===== src/cpu_settings.svh =====
`ifndef CPU_SETTINGS_SVH
`define CPU_SETTINGS_SVH

// Datapath width, fixed by the ISA
`define dataWidth 16

// Architectural register count
`define regCount 16

// Bits needed to name one register
`define regIdWidth 4

// Flag bits in ZF, VF, NF order
`define flagCount 3

`endif


===== src/cpuPkg.sv =====
`include "cpu_settings.svh"

package cpuPkg;

  // Sixteen opcodes, ADD doubles as the NOP opcode
  typedef enum logic [3:0] {
    opAdd    = 4'h0,
    opSub    = 4'h1,
    opXor    = 4'h2,
    opRed    = 4'h3,
    opSll    = 4'h4,
    opSra    = 4'h5,
    opRor    = 4'h6,
    opPaddsb = 4'h7,
    opLw     = 4'h8,
    opSw     = 4'h9,
    opLlb    = 4'hA,
    opLhb    = 4'hB,
    opB      = 4'hC,
    opBr     = 4'hD,
    opPcs    = 4'hE,
    opHlt    = 4'hF
  } opcodeT;

  ////////////////////////////////////////////////////////////
  // Instruction word, register view and branch view
  ////////////////////////////////////////////////////////////
  typedef struct packed {
    opcodeT                  opcode;
    logic [`regIdWidth-1:0] rd;
    logic [`regIdWidth-1:0] rs;   // Upper nibble of the LLB/LHB immediate
    logic [`regIdWidth-1:0] rt;   // Also the 4-bit immediate
  } regFormatT;

  typedef struct packed {
    opcodeT     opcode;
    logic [2:0] cond;     // Condition code
    logic [8:0] offset;   // Halfword offset, signed
  } branchFormatT;

  typedef union packed {
    regFormatT    r;
    branchFormatT b;
  } instrT;

  // Raw control unit outputs
  typedef struct packed {
    logic   isBranch;
    opcodeT aluOp;
    logic   aluSrc;     // Immediate as second operand
    logic   regSrc;     // LLB/LHB read rd as first source
    logic   zEn;
    logic   nvEn;
    logic   memEnable;
    logic   memWrite;
    logic   regWrite;
    logic   memToReg;
    logic   hlt;
    logic   pcs;
  } ctrlT;

  ////////////////////////////////////////////////////////////
  // Stage bundles
  ////////////////////////////////////////////////////////////
  typedef struct packed {
    logic [`regIdWidth-1:0] srcReg1;
    logic [`regIdWidth-1:0] srcReg2;
    logic [`dataWidth-1:0]  aluIn1;
    logic [`dataWidth-1:0]  aluImm;
    logic [`dataWidth-1:0]  aluIn2;
    opcodeT                 aluOp;
    logic                   aluSrc;
    logic                   zEn;
    logic                   nvEn;
  } exSignalsT;   // 63 bits

  typedef struct packed {
    logic [`dataWidth-1:0] memWriteData;
    logic                  memEnable;
    logic                  memWrite;
  } memSignalsT;  // 18 bits

  typedef struct packed {
    logic [`regIdWidth-1:0] regRd;
    logic                   regWrite;
    logic                   memToReg;
    logic                   hlt;
    logic                   pcs;
  } wbSignalsT;   // 8 bits

  typedef struct packed {
    logic                  isBr;
    logic                  actualTaken;
    logic                  wenBht;
    logic                  wenBtb;
    logic [`dataWidth-1:0] branchTarget;
    logic [`dataWidth-1:0] actualTarget;
    logic                  updatePc;     // Redirect fetch
  } branchResultT;

  // Register file write port from MEM/WB
  typedef struct packed {
    logic                   regWrite;
    logic [`regIdWidth-1:0] regRd;
    logic [`dataWidth-1:0]  data;
  } writeBackT;

endpackage


===== src/controlUnit.sv =====
`timescale 1ns/1ps

module controlUnit import cpuPkg::*; (
  input  opcodeT opcode,
  output ctrlT   ctrl
);

  // One case on the opcode, everything defaults low
  always_comb begin
    ctrl       = '0;
    ctrl.aluOp = opcode;   // ALU takes the opcode as its op select
    unique case (opcode)
      opAdd, opSub: begin
        ctrl.regWrite = 1'b1;
        ctrl.zEn      = 1'b1;
        ctrl.nvEn     = 1'b1;   // Overflow and sign from the adder
      end
      opXor: begin
        ctrl.regWrite = 1'b1;
        ctrl.zEn      = 1'b1;
      end
      opRed: begin
        ctrl.regWrite = 1'b1;   // Reduction leaves flags alone
      end
      opSll, opSra, opRor: begin
        ctrl.regWrite = 1'b1;
        ctrl.zEn      = 1'b1;
        ctrl.aluSrc   = 1'b1;   // Shift amount from the immediate
      end
      opPaddsb: begin
        ctrl.regWrite = 1'b1;
        ctrl.nvEn     = 1'b1;
      end
      opLw: begin
        ctrl.aluSrc    = 1'b1;  // Base plus offset
        ctrl.memEnable = 1'b1;
        ctrl.memToReg  = 1'b1;
        ctrl.regWrite  = 1'b1;
      end
      opSw: begin
        ctrl.aluSrc    = 1'b1;
        ctrl.memEnable = 1'b1;
        ctrl.memWrite  = 1'b1;
      end
      opLlb, opLhb: begin
        ctrl.aluSrc   = 1'b1;
        ctrl.regSrc   = 1'b1;   // Merge into rd, so rd is also a source
        ctrl.regWrite = 1'b1;
      end
      opB, opBr: begin
        ctrl.isBranch = 1'b1;
      end
      opPcs: begin
        ctrl.pcs      = 1'b1;   // Writes pcNext into rd
        ctrl.regWrite = 1'b1;
      end
      opHlt: begin
        ctrl.hlt = 1'b1;
      end
    endcase
  end

endmodule


===== src/branchControl.sv =====
`timescale 1ns/1ps
`include "cpu_settings.svh"

module branchControl import cpuPkg::*; (
  input  logic [2:0]            cond,
  input  logic [8:0]            offset,
  input  logic [`flagCount-1:0] flags,
  input  logic [`dataWidth-1:0] rsData,
  input  logic                  isBranch,
  input  logic                  isBr,
  input  logic [`dataWidth-1:0] pcNext,
  input  logic [`dataWidth-1:0] predictedTarget,
  output branchResultT          result
);

  logic                  zf;
  logic                  vf;
  logic                  nf;
  logic                  condMet;     // Condition true for current flags
  logic [`dataWidth-1:0] offsetExt;   // Sign-extended, in bytes

  assign {zf, vf, nf} = flags;        // ZF high, NF low

  // Condition code table
  always_comb begin
    unique case (cond)
      3'b000:  condMet = !zf;         // NE
      3'b001:  condMet = zf;          // EQ
      3'b010:  condMet = !zf && !nf;  // GT
      3'b011:  condMet = nf;          // LT
      3'b100:  condMet = zf || !nf;   // GE
      3'b101:  condMet = nf || zf;    // LE
      3'b110:  condMet = vf;          // OV
      default: condMet = 1'b1;        // Unconditional
    endcase
  end

  // Offset counts halfwords
  assign offsetExt = {{(`dataWidth-10){offset[8]}}, offset, 1'b0};

  always_comb begin
    result             = '0;
    result.isBr        = isBr;
    result.actualTaken = isBranch && condMet;
    // BR jumps through rs, B is PC relative
    result.branchTarget = isBr ? rsData : (pcNext + offsetExt);
    // Fall through on not taken
    result.actualTarget = result.actualTaken ? result.branchTarget : pcNext;
    result.wenBht       = isBranch;   // Every branch trains the BHT
    // BTB only learns a taken target it got wrong
    result.wenBtb = result.actualTaken && (predictedTarget != result.branchTarget);
    // Redirect needs the fetch PC, resolved in the decode stage
    result.updatePc = 1'b0;
  end

endmodule


===== src/registerFile.sv =====
`timescale 1ns/1ps
`include "cpu_settings.svh"

module registerFile import cpuPkg::*; (
  input  logic                   clk,
  input  logic                   reset,
  input  logic [`regIdWidth-1:0] srcReg1,
  input  logic [`regIdWidth-1:0] srcReg2,
  input  writeBackT              writeBack,
  output logic [`dataWidth-1:0]  srcData1,
  output logic [`dataWidth-1:0]  srcData2
);

  logic [`dataWidth-1:0] regs [`regCount];
  logic                  writeLive;   // Real write, never to register 0
  logic                  bypass1;
  logic                  bypass2;

  assign writeLive = writeBack.regWrite && (writeBack.regRd != '0);

  // Same-cycle write forwards straight to the read ports
  assign bypass1  = writeLive && (writeBack.regRd == srcReg1);
  assign bypass2  = writeLive && (writeBack.regRd == srcReg2);
  assign srcData1 = bypass1 ? writeBack.data : regs[srcReg1];
  assign srcData2 = bypass2 ? writeBack.data : regs[srcReg2];

  always_ff @(posedge clk) begin
    if (reset) begin
      regs <= '{default: '0};
    end else if (writeLive) begin
      regs[writeBack.regRd] <= writeBack.data;
    end
  end

  // Register 0 reads zero on both ports, bypass included
  reg0Port1: assert property (@(posedge clk) disable iff (reset)
    (srcReg1 == '0) |-> (srcData1 == '0));
  reg0Port2: assert property (@(posedge clk) disable iff (reset)
    (srcReg2 == '0) |-> (srcData2 == '0));

endmodule


===== src/decodeStage.sv =====
`timescale 1ns/1ps
`include "cpu_settings.svh"

module decodeStage import cpuPkg::*; (
  input  logic                  clk,
  input  logic                  reset,
  input  instrT                 instr,
  input  logic [`dataWidth-1:0] pcCurr,
  input  logic [`dataWidth-1:0] pcNext,
  input  logic [`flagCount-1:0] flags,
  input  logic [`dataWidth-1:0] predictedTarget,
  input  writeBackT             writeBack,
  output exSignalsT             exSig,
  output memSignalsT            memSig,
  output wbSignalsT             wbSig,
  output branchResultT          branch
);

  ctrlT                   ctrl;
  logic                   isNop;      // All-zero word
  logic                   isBr;       // Register-indirect branch
  logic [`regIdWidth-1:0] srcReg1;
  logic [`regIdWidth-1:0] srcReg2;
  logic [`dataWidth-1:0]  srcData1;
  logic [`dataWidth-1:0]  srcData2;
  logic [`dataWidth-1:0]  aluImm;
  branchResultT           bcResult;   // Before the fetch PC compare

  assign isNop = (instr == '0);

  controlUnit controlUnit_i (
    .opcode (instr.r.opcode),
    .ctrl   (ctrl)
  );

  ////////////////////////////////////////////////////////////
  // Register file access
  ////////////////////////////////////////////////////////////
  assign srcReg1 = ctrl.regSrc ? instr.r.rd : instr.r.rs;     // LLB/LHB merge into rd
  assign srcReg2 = ctrl.memWrite ? instr.r.rd : instr.r.rt;   // SW stores rd

  registerFile registerFile_i (
    .clk       (clk),
    .reset     (reset),
    .srcReg1   (srcReg1),
    .srcReg2   (srcReg2),
    .writeBack (writeBack),
    .srcData1  (srcData1),
    .srcData2  (srcData2)
  );

  // Immediate select
  always_comb begin
    if (ctrl.regSrc) begin
      aluImm = {{(`dataWidth-8){1'b0}}, instr.r.rs, instr.r.rt};   // 8-bit byte immediate
    end else if (ctrl.memEnable) begin
      aluImm = {{(`dataWidth-4){instr.r.rt[3]}}, instr.r.rt};      // Signed word offset
    end else begin
      aluImm = {{(`dataWidth-4){1'b0}}, instr.r.rt};               // Shift amount
    end
  end

  ////////////////////////////////////////////////////////////
  // Branch resolution
  ////////////////////////////////////////////////////////////
  assign isBr = ctrl.isBranch && (instr.b.opcode == opBr);

  branchControl branchControl_i (
    .cond            (instr.b.cond),
    .offset          (instr.b.offset),
    .flags           (flags),
    .rsData          (srcData1),     // rs is srcReg1 for BR
    .isBranch        (ctrl.isBranch),
    .isBr            (isBr),
    .pcNext          (pcNext),
    .predictedTarget (predictedTarget),
    .result          (bcResult)
  );

  // Redirect when fetch went somewhere else
  always_comb begin
    branch          = bcResult;
    branch.updatePc = ctrl.isBranch && (bcResult.actualTarget != pcCurr);
  end

  // Bundle packing, NOP leaves everything zero
  always_comb begin
    exSig  = '0;
    memSig = '0;
    wbSig  = '0;
    if (!isNop) begin
      exSig.srcReg1       = srcReg1;
      exSig.srcReg2       = srcReg2;
      exSig.aluIn1        = srcData1;
      exSig.aluImm        = aluImm;
      exSig.aluIn2        = srcData2;   // Execute picks imm or reg by aluSrc
      exSig.aluOp         = ctrl.aluOp;
      exSig.aluSrc        = ctrl.aluSrc;
      exSig.zEn           = ctrl.zEn;
      exSig.nvEn          = ctrl.nvEn;
      memSig.memWriteData = srcData2;
      memSig.memEnable    = ctrl.memEnable;
      memSig.memWrite     = ctrl.memWrite;
      wbSig.regRd         = instr.r.rd;
      wbSig.regWrite      = ctrl.regWrite;
      wbSig.memToReg      = ctrl.memToReg;
      wbSig.hlt           = ctrl.hlt;
      wbSig.pcs           = ctrl.pcs;
    end
  end

endmodule


===== src/idExRegister.sv =====
`timescale 1ns/1ps

module idExRegister import cpuPkg::*; (
  input  logic       clk,
  input  logic       reset,
  input  logic       stall,
  input  logic       flush,
  input  exSignalsT  exIn,
  input  memSignalsT memIn,
  input  wbSignalsT  wbIn,
  output exSignalsT  exOut,
  output memSignalsT memOut,
  output wbSignalsT  wbOut
);

  // Flush wins over stall, a squashed slot becomes a bubble
  always_ff @(posedge clk) begin
    if (reset || flush) begin
      exOut  <= '0;
      memOut <= '0;
      wbOut  <= '0;
    end else if (!stall) begin
      exOut  <= exIn;
      memOut <= memIn;
      wbOut  <= wbIn;
    end
  end

  // Bubble after flush commits nothing
  flushBubble: assert property (@(posedge clk) disable iff (reset)
    flush |=> (!wbOut.regWrite && !memOut.memWrite));

  // Stalled slot keeps its instruction
  stallHold: assert property (@(posedge clk) disable iff (reset)
    (stall && !flush) |=> ($stable(exOut) && $stable(wbOut)));

endmodule


===== src/decodePipeTop.sv =====
`timescale 1ns/1ps
`include "cpu_settings.svh"

module decodePipeTop import cpuPkg::*; (
  input  logic                  clk,
  input  logic                  reset,
  input  instrT                 instr,
  input  logic [`dataWidth-1:0] pcCurr,
  input  logic [`dataWidth-1:0] pcNext,
  input  logic [`flagCount-1:0] flags,
  input  logic [`dataWidth-1:0] predictedTarget,
  input  writeBackT             writeBack,
  input  logic                  stall,
  input  logic                  flush,
  output exSignalsT             exOut,
  output memSignalsT            memOut,
  output wbSignalsT             wbOut,
  output branchResultT          branch
);

  exSignalsT  exSig;    // Decode to ID/EX
  memSignalsT memSig;
  wbSignalsT  wbSig;

  decodeStage decodeStage_i (
    .clk (clk), .reset (reset), .instr (instr), .pcCurr (pcCurr), .pcNext (pcNext),
    .flags (flags), .predictedTarget (predictedTarget), .writeBack (writeBack),
    .exSig (exSig), .memSig (memSig), .wbSig (wbSig), .branch (branch)
  );

  idExRegister idExRegister_i (
    .clk (clk), .reset (reset), .stall (stall), .flush (flush),
    .exIn (exSig), .memIn (memSig), .wbIn (wbSig),
    .exOut (exOut), .memOut (memOut), .wbOut (wbOut)
  );

endmodule


===== config.mk =====
export PLATFORM = sky130hd
export DESIGN_NAME = decodePipeTop
export DESIGN_NICKNAME = d
export VERILOG_FILES = /design/src/cpuPkg.sv /design/src/controlUnit.sv /design/src/branchControl.sv /design/src/registerFile.sv /design/src/decodeStage.sv /design/src/idExRegister.sv /design/src/decodePipeTop.sv
export VERILOG_INCLUDE_DIRS = /design/src /design/src/src
export SDC_FILE = /design/constraint.sdc
export NUM_CORES = 1
export LEC_CHECK = 0
export BUFFER_PORTS_ARGS = -buffer_cell sky130_fd_sc_hd__buf_4
export CAP_MARGIN = 10
export CORE_AREA = 2 2 213 194
export DETAILED_ROUTE_END_ITERATION = 12
export DIE_AREA = 0 0 215 196
export PLACE_DENSITY = 0.69
export SYNTH_ARGS = -nofsm -noshare
export SYNTH_HDL_FRONTEND = slang
export SYNTH_SLANG_ARGS = --single-unit

===== constraint.sdc =====
create_clock -name clk -period 4.6 [get_ports clk]
set_input_delay 0 -clock clk [delete_from_list [all_inputs] [get_ports clk]]
set_output_delay 0 -clock clk [all_outputs]
set_load 0.005 [all_outputs]

Word level (Yosys, flattened, before mapping)
Cells that the tools add are included.
{"block": "totals", "register_bits": 345, "latchBits": 0, "ramBits": 0, "mem_bits_ro": 0, "in_bits": 92, "out_inout_bits": 126, "word_cells": 123, "mem_count": 0}
{"block": "classes", "add_sub_neg": 1, "multipliers": 0, "div": 0, "magnitude_cmp": 4, "n_eq_ne": 25, "shifts": 0, "muxes": 32, "bitwise_logic": 3, "n_reduce_logical": 25}
{"cell": "256-bit bitwise mux", "n": 1}
{"cell": "16-bit two-way mux", "n": 11}
{"cell": "16-bit binary-select mux with 4-bit select", "n": 2}
{"cell": "16-bit demux with 4-bit select", "n": 1}
{"cell": "63-bit two-way mux", "n": 1}
{"cell": "4-bit == test, second input constant", "n": 8}
{"cell": "16-bit != test", "n": 2}
{"cell": "18-bit two-way mux", "n": 1}
{"cell": "16-bit adder", "n": 1}
{"cell": "4-bit by 3-bit == test with 1-bit output, second input constant", "n": 4}
{"cell": "16-bit logical NOT", "n": 1}
{"cell": "5-bit greater-or-equal comparator, second input constant", "n": 3}
{"cell": "4-bit inverter with 5-bit output", "n": 3}
{"cell": "12-bit OR reduction", "n": 1}
{"cell": "1-bit two-way mux", "n": 11}
{"cell": "3-bit == test, second input constant", "n": 3}
{"cell": "1-bit logical AND", "n": 9}
{"cell": "4-bit by 2-bit == test with 1-bit output, second input constant", "n": 2}
{"cell": "4-bit == test", "n": 2}
{"cell": "4-bit two-way mux", "n": 2}
{"cell": "8-bit two-way mux", "n": 1}
{"cell": "1-bit one-hot mux with 7 select lines", "n": 1}
{"cell": "7-bit OR reduction", "n": 1}
{"cell": "3-bit by 2-bit == test with 1-bit output, second input constant", "n": 2}
{"cell": "11 further kinds", "n": 16}

Logic depth before layout (Yosys ltp)
{"block": "depth", "depth_word": 13, "mapped_depth": 15, "mapped_depth_nobuf": 14}

Modules after synthesis
Synthesis repeated with hierarchy kept, for this count alone.
{"block": "unflattened", "hier_cells": 2117, "area_unflattened_um2": 19616.3}
{"mod": "registerFile", "n_inst": 1, "cells_each": 1443, "area_per_inst_um2": 13509.2, "seq_area_each_um2": 5124.9}
{"mod": "idExRegister", "n_inst": 1, "cells_each": 288, "area_per_inst_um2": 3138.0, "seq_area_each_um2": 1781.7}
{"mod": "branchControl", "n_inst": 1, "cells_each": 225, "area_per_inst_um2": 1655.3, "seq_area_each_um2": 0.0}
{"mod": "decodeStage", "n_inst": 1, "cells_each": 137, "area_per_inst_um2": 1148.6, "seq_area_each_um2": 0.0}
{"mod": "controlUnit", "n_inst": 1, "cells_each": 24, "area_per_inst_um2": 165.2, "seq_area_each_um2": 0.0}

Worst setup path before layout
OpenSTA, ideal clock, no wires.
{"block": "synth_path", "kind": "input port to flip-flop", "startpoint": "input port instr[14] (netlist bit)", "endpoint": "register idExRegister_i.memOut[17] (netlist name)", "setup_time_ns": 0.128, "arrival_ns": 2.879, "required_ns": 4.472, "setup_slack_ns": 1.593, "path_stages": 13, "n_path_buf": 4, "cell_sequence": "buf_2 > nor2_1 > and3_1 > buf_2 > mux2i_1 > buf_2 > buf_2 > mux4_2 > a211oi_1 > a31oi_1 > mux2_2 > a22oi_1 > nor2_1"}
{"block": "synth_between", "elab_chain_len": 9, "elab_cells_between_ends": 12, "cone_classes": "2 x eq/ne; 7 x mux; 1 x bitwise; 2 x reduce/logical"}
{"item": "start: declaration", "line": "decodePipeTop.sv:7", "text": "input instrT instr,"}
{"item": "4-bit == test", "line": "controlUnit.sv:12", "text": "unique case (opcode)"}
{"item": "1-bit two-way mux", "line": "controlUnit.sv:12"}
{"item": "4-bit two-way mux", "line": "decodeStage.sv:40", "text": "assign srcReg2 = ctrl.memWrite ? instr.r.rd : instr.r.rt;"}
{"item": "4-bit inverter with 5-bit output (not written as such)", "line": "registerFile.sv:25", "text": "assign srcData2 = bypass2 ? writeBack.data : regs[srcReg2];"}
{"item": "16-bit binary-select mux with 4-bit select", "line": "registerFile.sv:25"}
{"item": "16-bit two-way mux (not written as such) (2 in a row)", "line": "registerFile.sv:25"}
{"item": "16-bit two-way mux", "line": "registerFile.sv:25"}
{"item": "18-bit two-way mux *", "line": "decodeStage.sv:91", "text": "if (!isNop) begin"}
Every way passes the cells marked *; elsewhere a longest branch is shown, timed or not. The select of a mux whose other input is x is not followed.
A chain may end at the register's enable or synchronous reset.

==> run summary <==
Clock latency on the worst-skew pair, taken at its later pin, is 550 ps. Starting density of the core: 0.4917. The die extent in x came out at 215 um.

The largest total area in the synthesized netlist belongs to dfxtp_1. In this run the clock root is driven by a clkbuf_16. In the final routed layout, each cell accounts on average for 25.59 um.

The total number of vias was 19.88k; the initial antenna violation count was 0. Of all nets on the critical path, the largest fanout is 24. Routability-driven placement finished with a final weighted congestion of 0.9976. Summed over all cells, the static leakage comes to 8.457 nW. The count of cell types in the netlist came out at 74. The type of the setup path with the least slack was in2out.

The number of maximum-capacitance violations is 0, and the clock share of power is 0.406. The number of hold violations in the final report is 0. The floorplan step defined a die boundary enclosing 0.04214 mm^2. Total overflow reported by the global router: 0.

Among all flip-flop cells after synthesis, the most frequent one is dfxtp_1. The netlist area before placement came out at 0.01972 mm^2. The maximum clock skew at final layout is 21.59 ps.

The run gives 36.15 ps as the worst hold-check slack. The area share of xor/xnor cells in the synthesized design came out at 0.05240. The met2 track demand over resource in global routing was 0.5720; the sequential share of the synthesized area was 0.3268.

Met1 usage in global routing: 0.4862. The fraction of synthesized cell area taken by the top area cell type was 0.3268. The run gives -12.74 ps as the post-layout worst setup margin. Counting instances in the post-synthesis netlist gives the leading cell types as 693 x nand2_1, 322 x dfxtp_1, 280 x a21oi_1, 169 x clkbuf_1, 125 x nor2_1. The worst hold path belongs to the class in2reg. Synthesis inferred 322 register bits.

For the pin with the worst max-slew slack, the measured transition is 1265 ps. Ranked by total cell area, the synthesized netlist is headed by dfxtp_1 33%, nand2_1 13%, mux4_2 11%. In this run the vertical extent of the chip is 196 um. The remaining routing DRC violations came out at 0. In this run the cell area measured after placement is 0.02156 mm^2.

CTS built an H-tree with a depth of 2. The run gives 0.08481 as the met3 track demand over resource in global routing. The count of standard-cell rows came out at 70. The period utilization was 1.003.

STA classifies the critical path endpoint as an output pin. The highest attainable clock frequency was 216.8 MHz. Dominant combinational cell family by area after synthesis: simple AND/OR/NAND/NOR gates.

The area of all placed cells without fillers was 0.02310 mm^2. TritonCTS built the clock tree. The tools report the number of clock buffers inserted by TritonCTS as 37.

The first global-routing pass estimated 119000 um of wire. The sequential share of power was 0.395. The internal power of the cells totals 5.110 mW.

The region available for standard cell placement spans 0.04011 mm^2. In this run the most used layer during global routing was met2. The count of nets left with antenna violations once routing finished came out at 0.

For this block, the initial DRC count from the detailed router was 2818. 0 antenna diodes ended up in the layout. The worst setup path is launched from a primary input.

Entering global routing, the biggest net connects 153 pins. The number of enable-type register cells in the synthesized netlist is 0, and the number of iterations in the first detailed-routing pass is 9. IR analysis of the VDD net gives a maximum drop of 288.8 uV. The proportion of power drawn by combinational gates was 0.198; the number of instances in the synthesized netlist was 2440.

The tools report the worst path arrival time as 4610 ps. The area share of fa/ha/maj cells after synthesis works out to 0.01040. The flow ran to the end, but the final reports show violations.

The switching part of the total was 0.2959. The synthesized area divided by synthesized cell count was 8.083 um^2; the proportion of layout cells with a drive suffix above 1 was 0.1971. The relative slew slack is 0.1555, and the number of max-slew violations in the final report is 0.

The tools report the warning count from the yosys run as 0. Setup repair after global routing left no endpoint under its margin. Signed area change from the synthesized netlist to the final layout: 17.12%. The post-layout minimum cycle time was 4613 ps.

After clock tree synthesis, the clock-pin slew on the worst setup and hold paths is 60 ps. The setup-violating endpoint count in the final report came out at 1. The proportion of synthesized flip-flops having asynchronous set or reset was 0.

The global-route usage over all layers came out at 0.3696. For this design the top-level I/O count stands at 218. Synthesized-area fraction occupied by ao, oa, aoi and oai cells: 0.1545. The via count of the first global-routing pass was 18.99k. STA puts the critical path data required time at 4600 ps. The most common cell in the synthesized netlist is nand2_1. The net total in the final layout came out at 2654. After legalization and detailed placement, the total HPWL measured 55070 um. The proportion of synthesized area in mux cells was 0.1918; the area share of and/or/nand/nor cells after synthesis was 0.2077.

For this design the ratio of total power to cell area is 314.2 mW/mm^2. Before CTS, the worst setup slack after placement is 294.1 ps. The longest clock path from root to sink contains 3 buffers.

The ratio of routed vias to standard cells was 6.389. The final reports fail on setup timing. The total wire length after detailed routing came out at 79630 um. The count of buffers added on input and output ports is 217. For this design, the sink count on the clock tree is 322.

The net switching power came out at 2.147 mW. When the netlist entered floorplanning its net count stood at 2547. The final total power is 7.257 mW.
-- registers in the layout, summed over array words and instances (netlist names) --
signal and flops:
decodeStage_i.registerFile_i.regs 256, idExRegister_i.exOut 40, idExRegister_i.memOut 18, idExRegister_i.wbOut 8
-- power by group through the flow --
| stage | sequential (mW) | clock (mW) | combinational [mW] |
|---|---|---|---|
| after floorplan | 2.92 | 0 | 0.842 |
| after global placement | 2.93 | 0 | 1.36 |
| after detailed placement | 2.93 | 0 | 1.37 |
| after CTS | 2.87 | 2.96 | 1.40 |
| after global routing | 2.87 | 3.06 | 1.51 |
| final | 2.87 | 2.95 | 1.44 |
-- critical path, stage by stage --
cell and delay, ps:
dlygate4sd3_1 570, buf_4 380, mux2_2 420, nor2_1 240
a32o_1 280, a221oi_1 500, buf_4 250, xnor2_1 120
nand4_1 110, a2111oi_0 700, buf_4 210, o21ai_0 110
nor4_2 360, a31oi_1 170, buf_4 170
-- cell families (layout without fill, tap and decap cells) --
| family | count (synthesis) | in the layout |
|---|---|---|
| compound gates | 500 | 500 |
| xor+xnor | 118 | 118 |
| fa+ha+maj | 16 | 16 |
| buf+inv | 253 | 385 |
| flops | 322 | 322 |
| mux | 246 | 246 |
| simple gates | 985 | 985 |
-- timing repair --
action,CTS,global route
buffers inserted,0,0
setup endpoints to repair,0,1
gates resized for setup,0,1
hold endpoints to repair,260,0
hold buffers,31,0
-- per-stage QoR --
stage / util / cells / setup TNS, ps
final: 0.5758 / 3112 / -12.74
after CTS: 0.5749 / 3110 / 0
after global placement: 0.5376 / 3015 / 0
after global routing: 0.5758 / 3112 / 0
after floorplan: - / 2440 / 0
after detailed placement: 0.5376 / 3015 / 0
-- area by class of cell --
cell class | instances | area, um^2
Tap cell | 540 | 675.6
Inverter | 19 | 71.32
Clock inverter | 11 | 120.1
Multi-Input combinational cell | 1865 | 12320
Fill cell | 3632 | 17020
Clock buffer | 53 | 1067
Timing Repair Buffer | 302 | 2401
Sequential cell | 322 | 6446
-- layer usage --
metal	up-vias	part of all wire
li1	8712	-
met1	9438	0.38
met2	1426	0.44
met3	307	0.12
met4	0	0.056
met5	-	0
-- worst paths after layout --
kind | start | endpoint | slack (ps) | cells after the start
max | instr[9] | branch[0] | -10 | 15
min | instr[13] | idExRegister_i.wbOut[2]$_SDFFE_PP0N_ | 40 | 4
max reg2reg | decodeStage_i.registerFile_i.regs[48]$_SDFFE_PP0P_ | idExRegister_i.memOut[2]$_SDFFE_PP0N_ | 2050 | 7
min reg2reg | idExRegister_i.exOut[58]$_SDFFE_PP0N_ | idExRegister_i.exOut[58]$_SDFFE_PP0N_ | 470 | 2
-- layout by cell type (no fill, tap or decap), drive strengths merged, types with 18 or more instances in the layout --
| cell | instances |
|---|---|
| a211oi | 22 |
| a21oi | 281 |
| a22oi | 52 |
| a31oi | 28 |
| buf | 271 |
| clkbuf | 53 |
| dfxtp | 322 |
| dlygate4sd3 | 31 |
| inv | 18 |
| mux2 | 43 |
| mux2i | 103 |
| mux4 | 100 |
| nand2 | 693 |
| nand3 | 44 |
| nor2 | 125 |
| nor2b | 26 |
| o21ai | 32 |
| xnor2 | 65 |
| xor2 | 53 |
No activity file was read; power rests on OpenSTA's default activity.
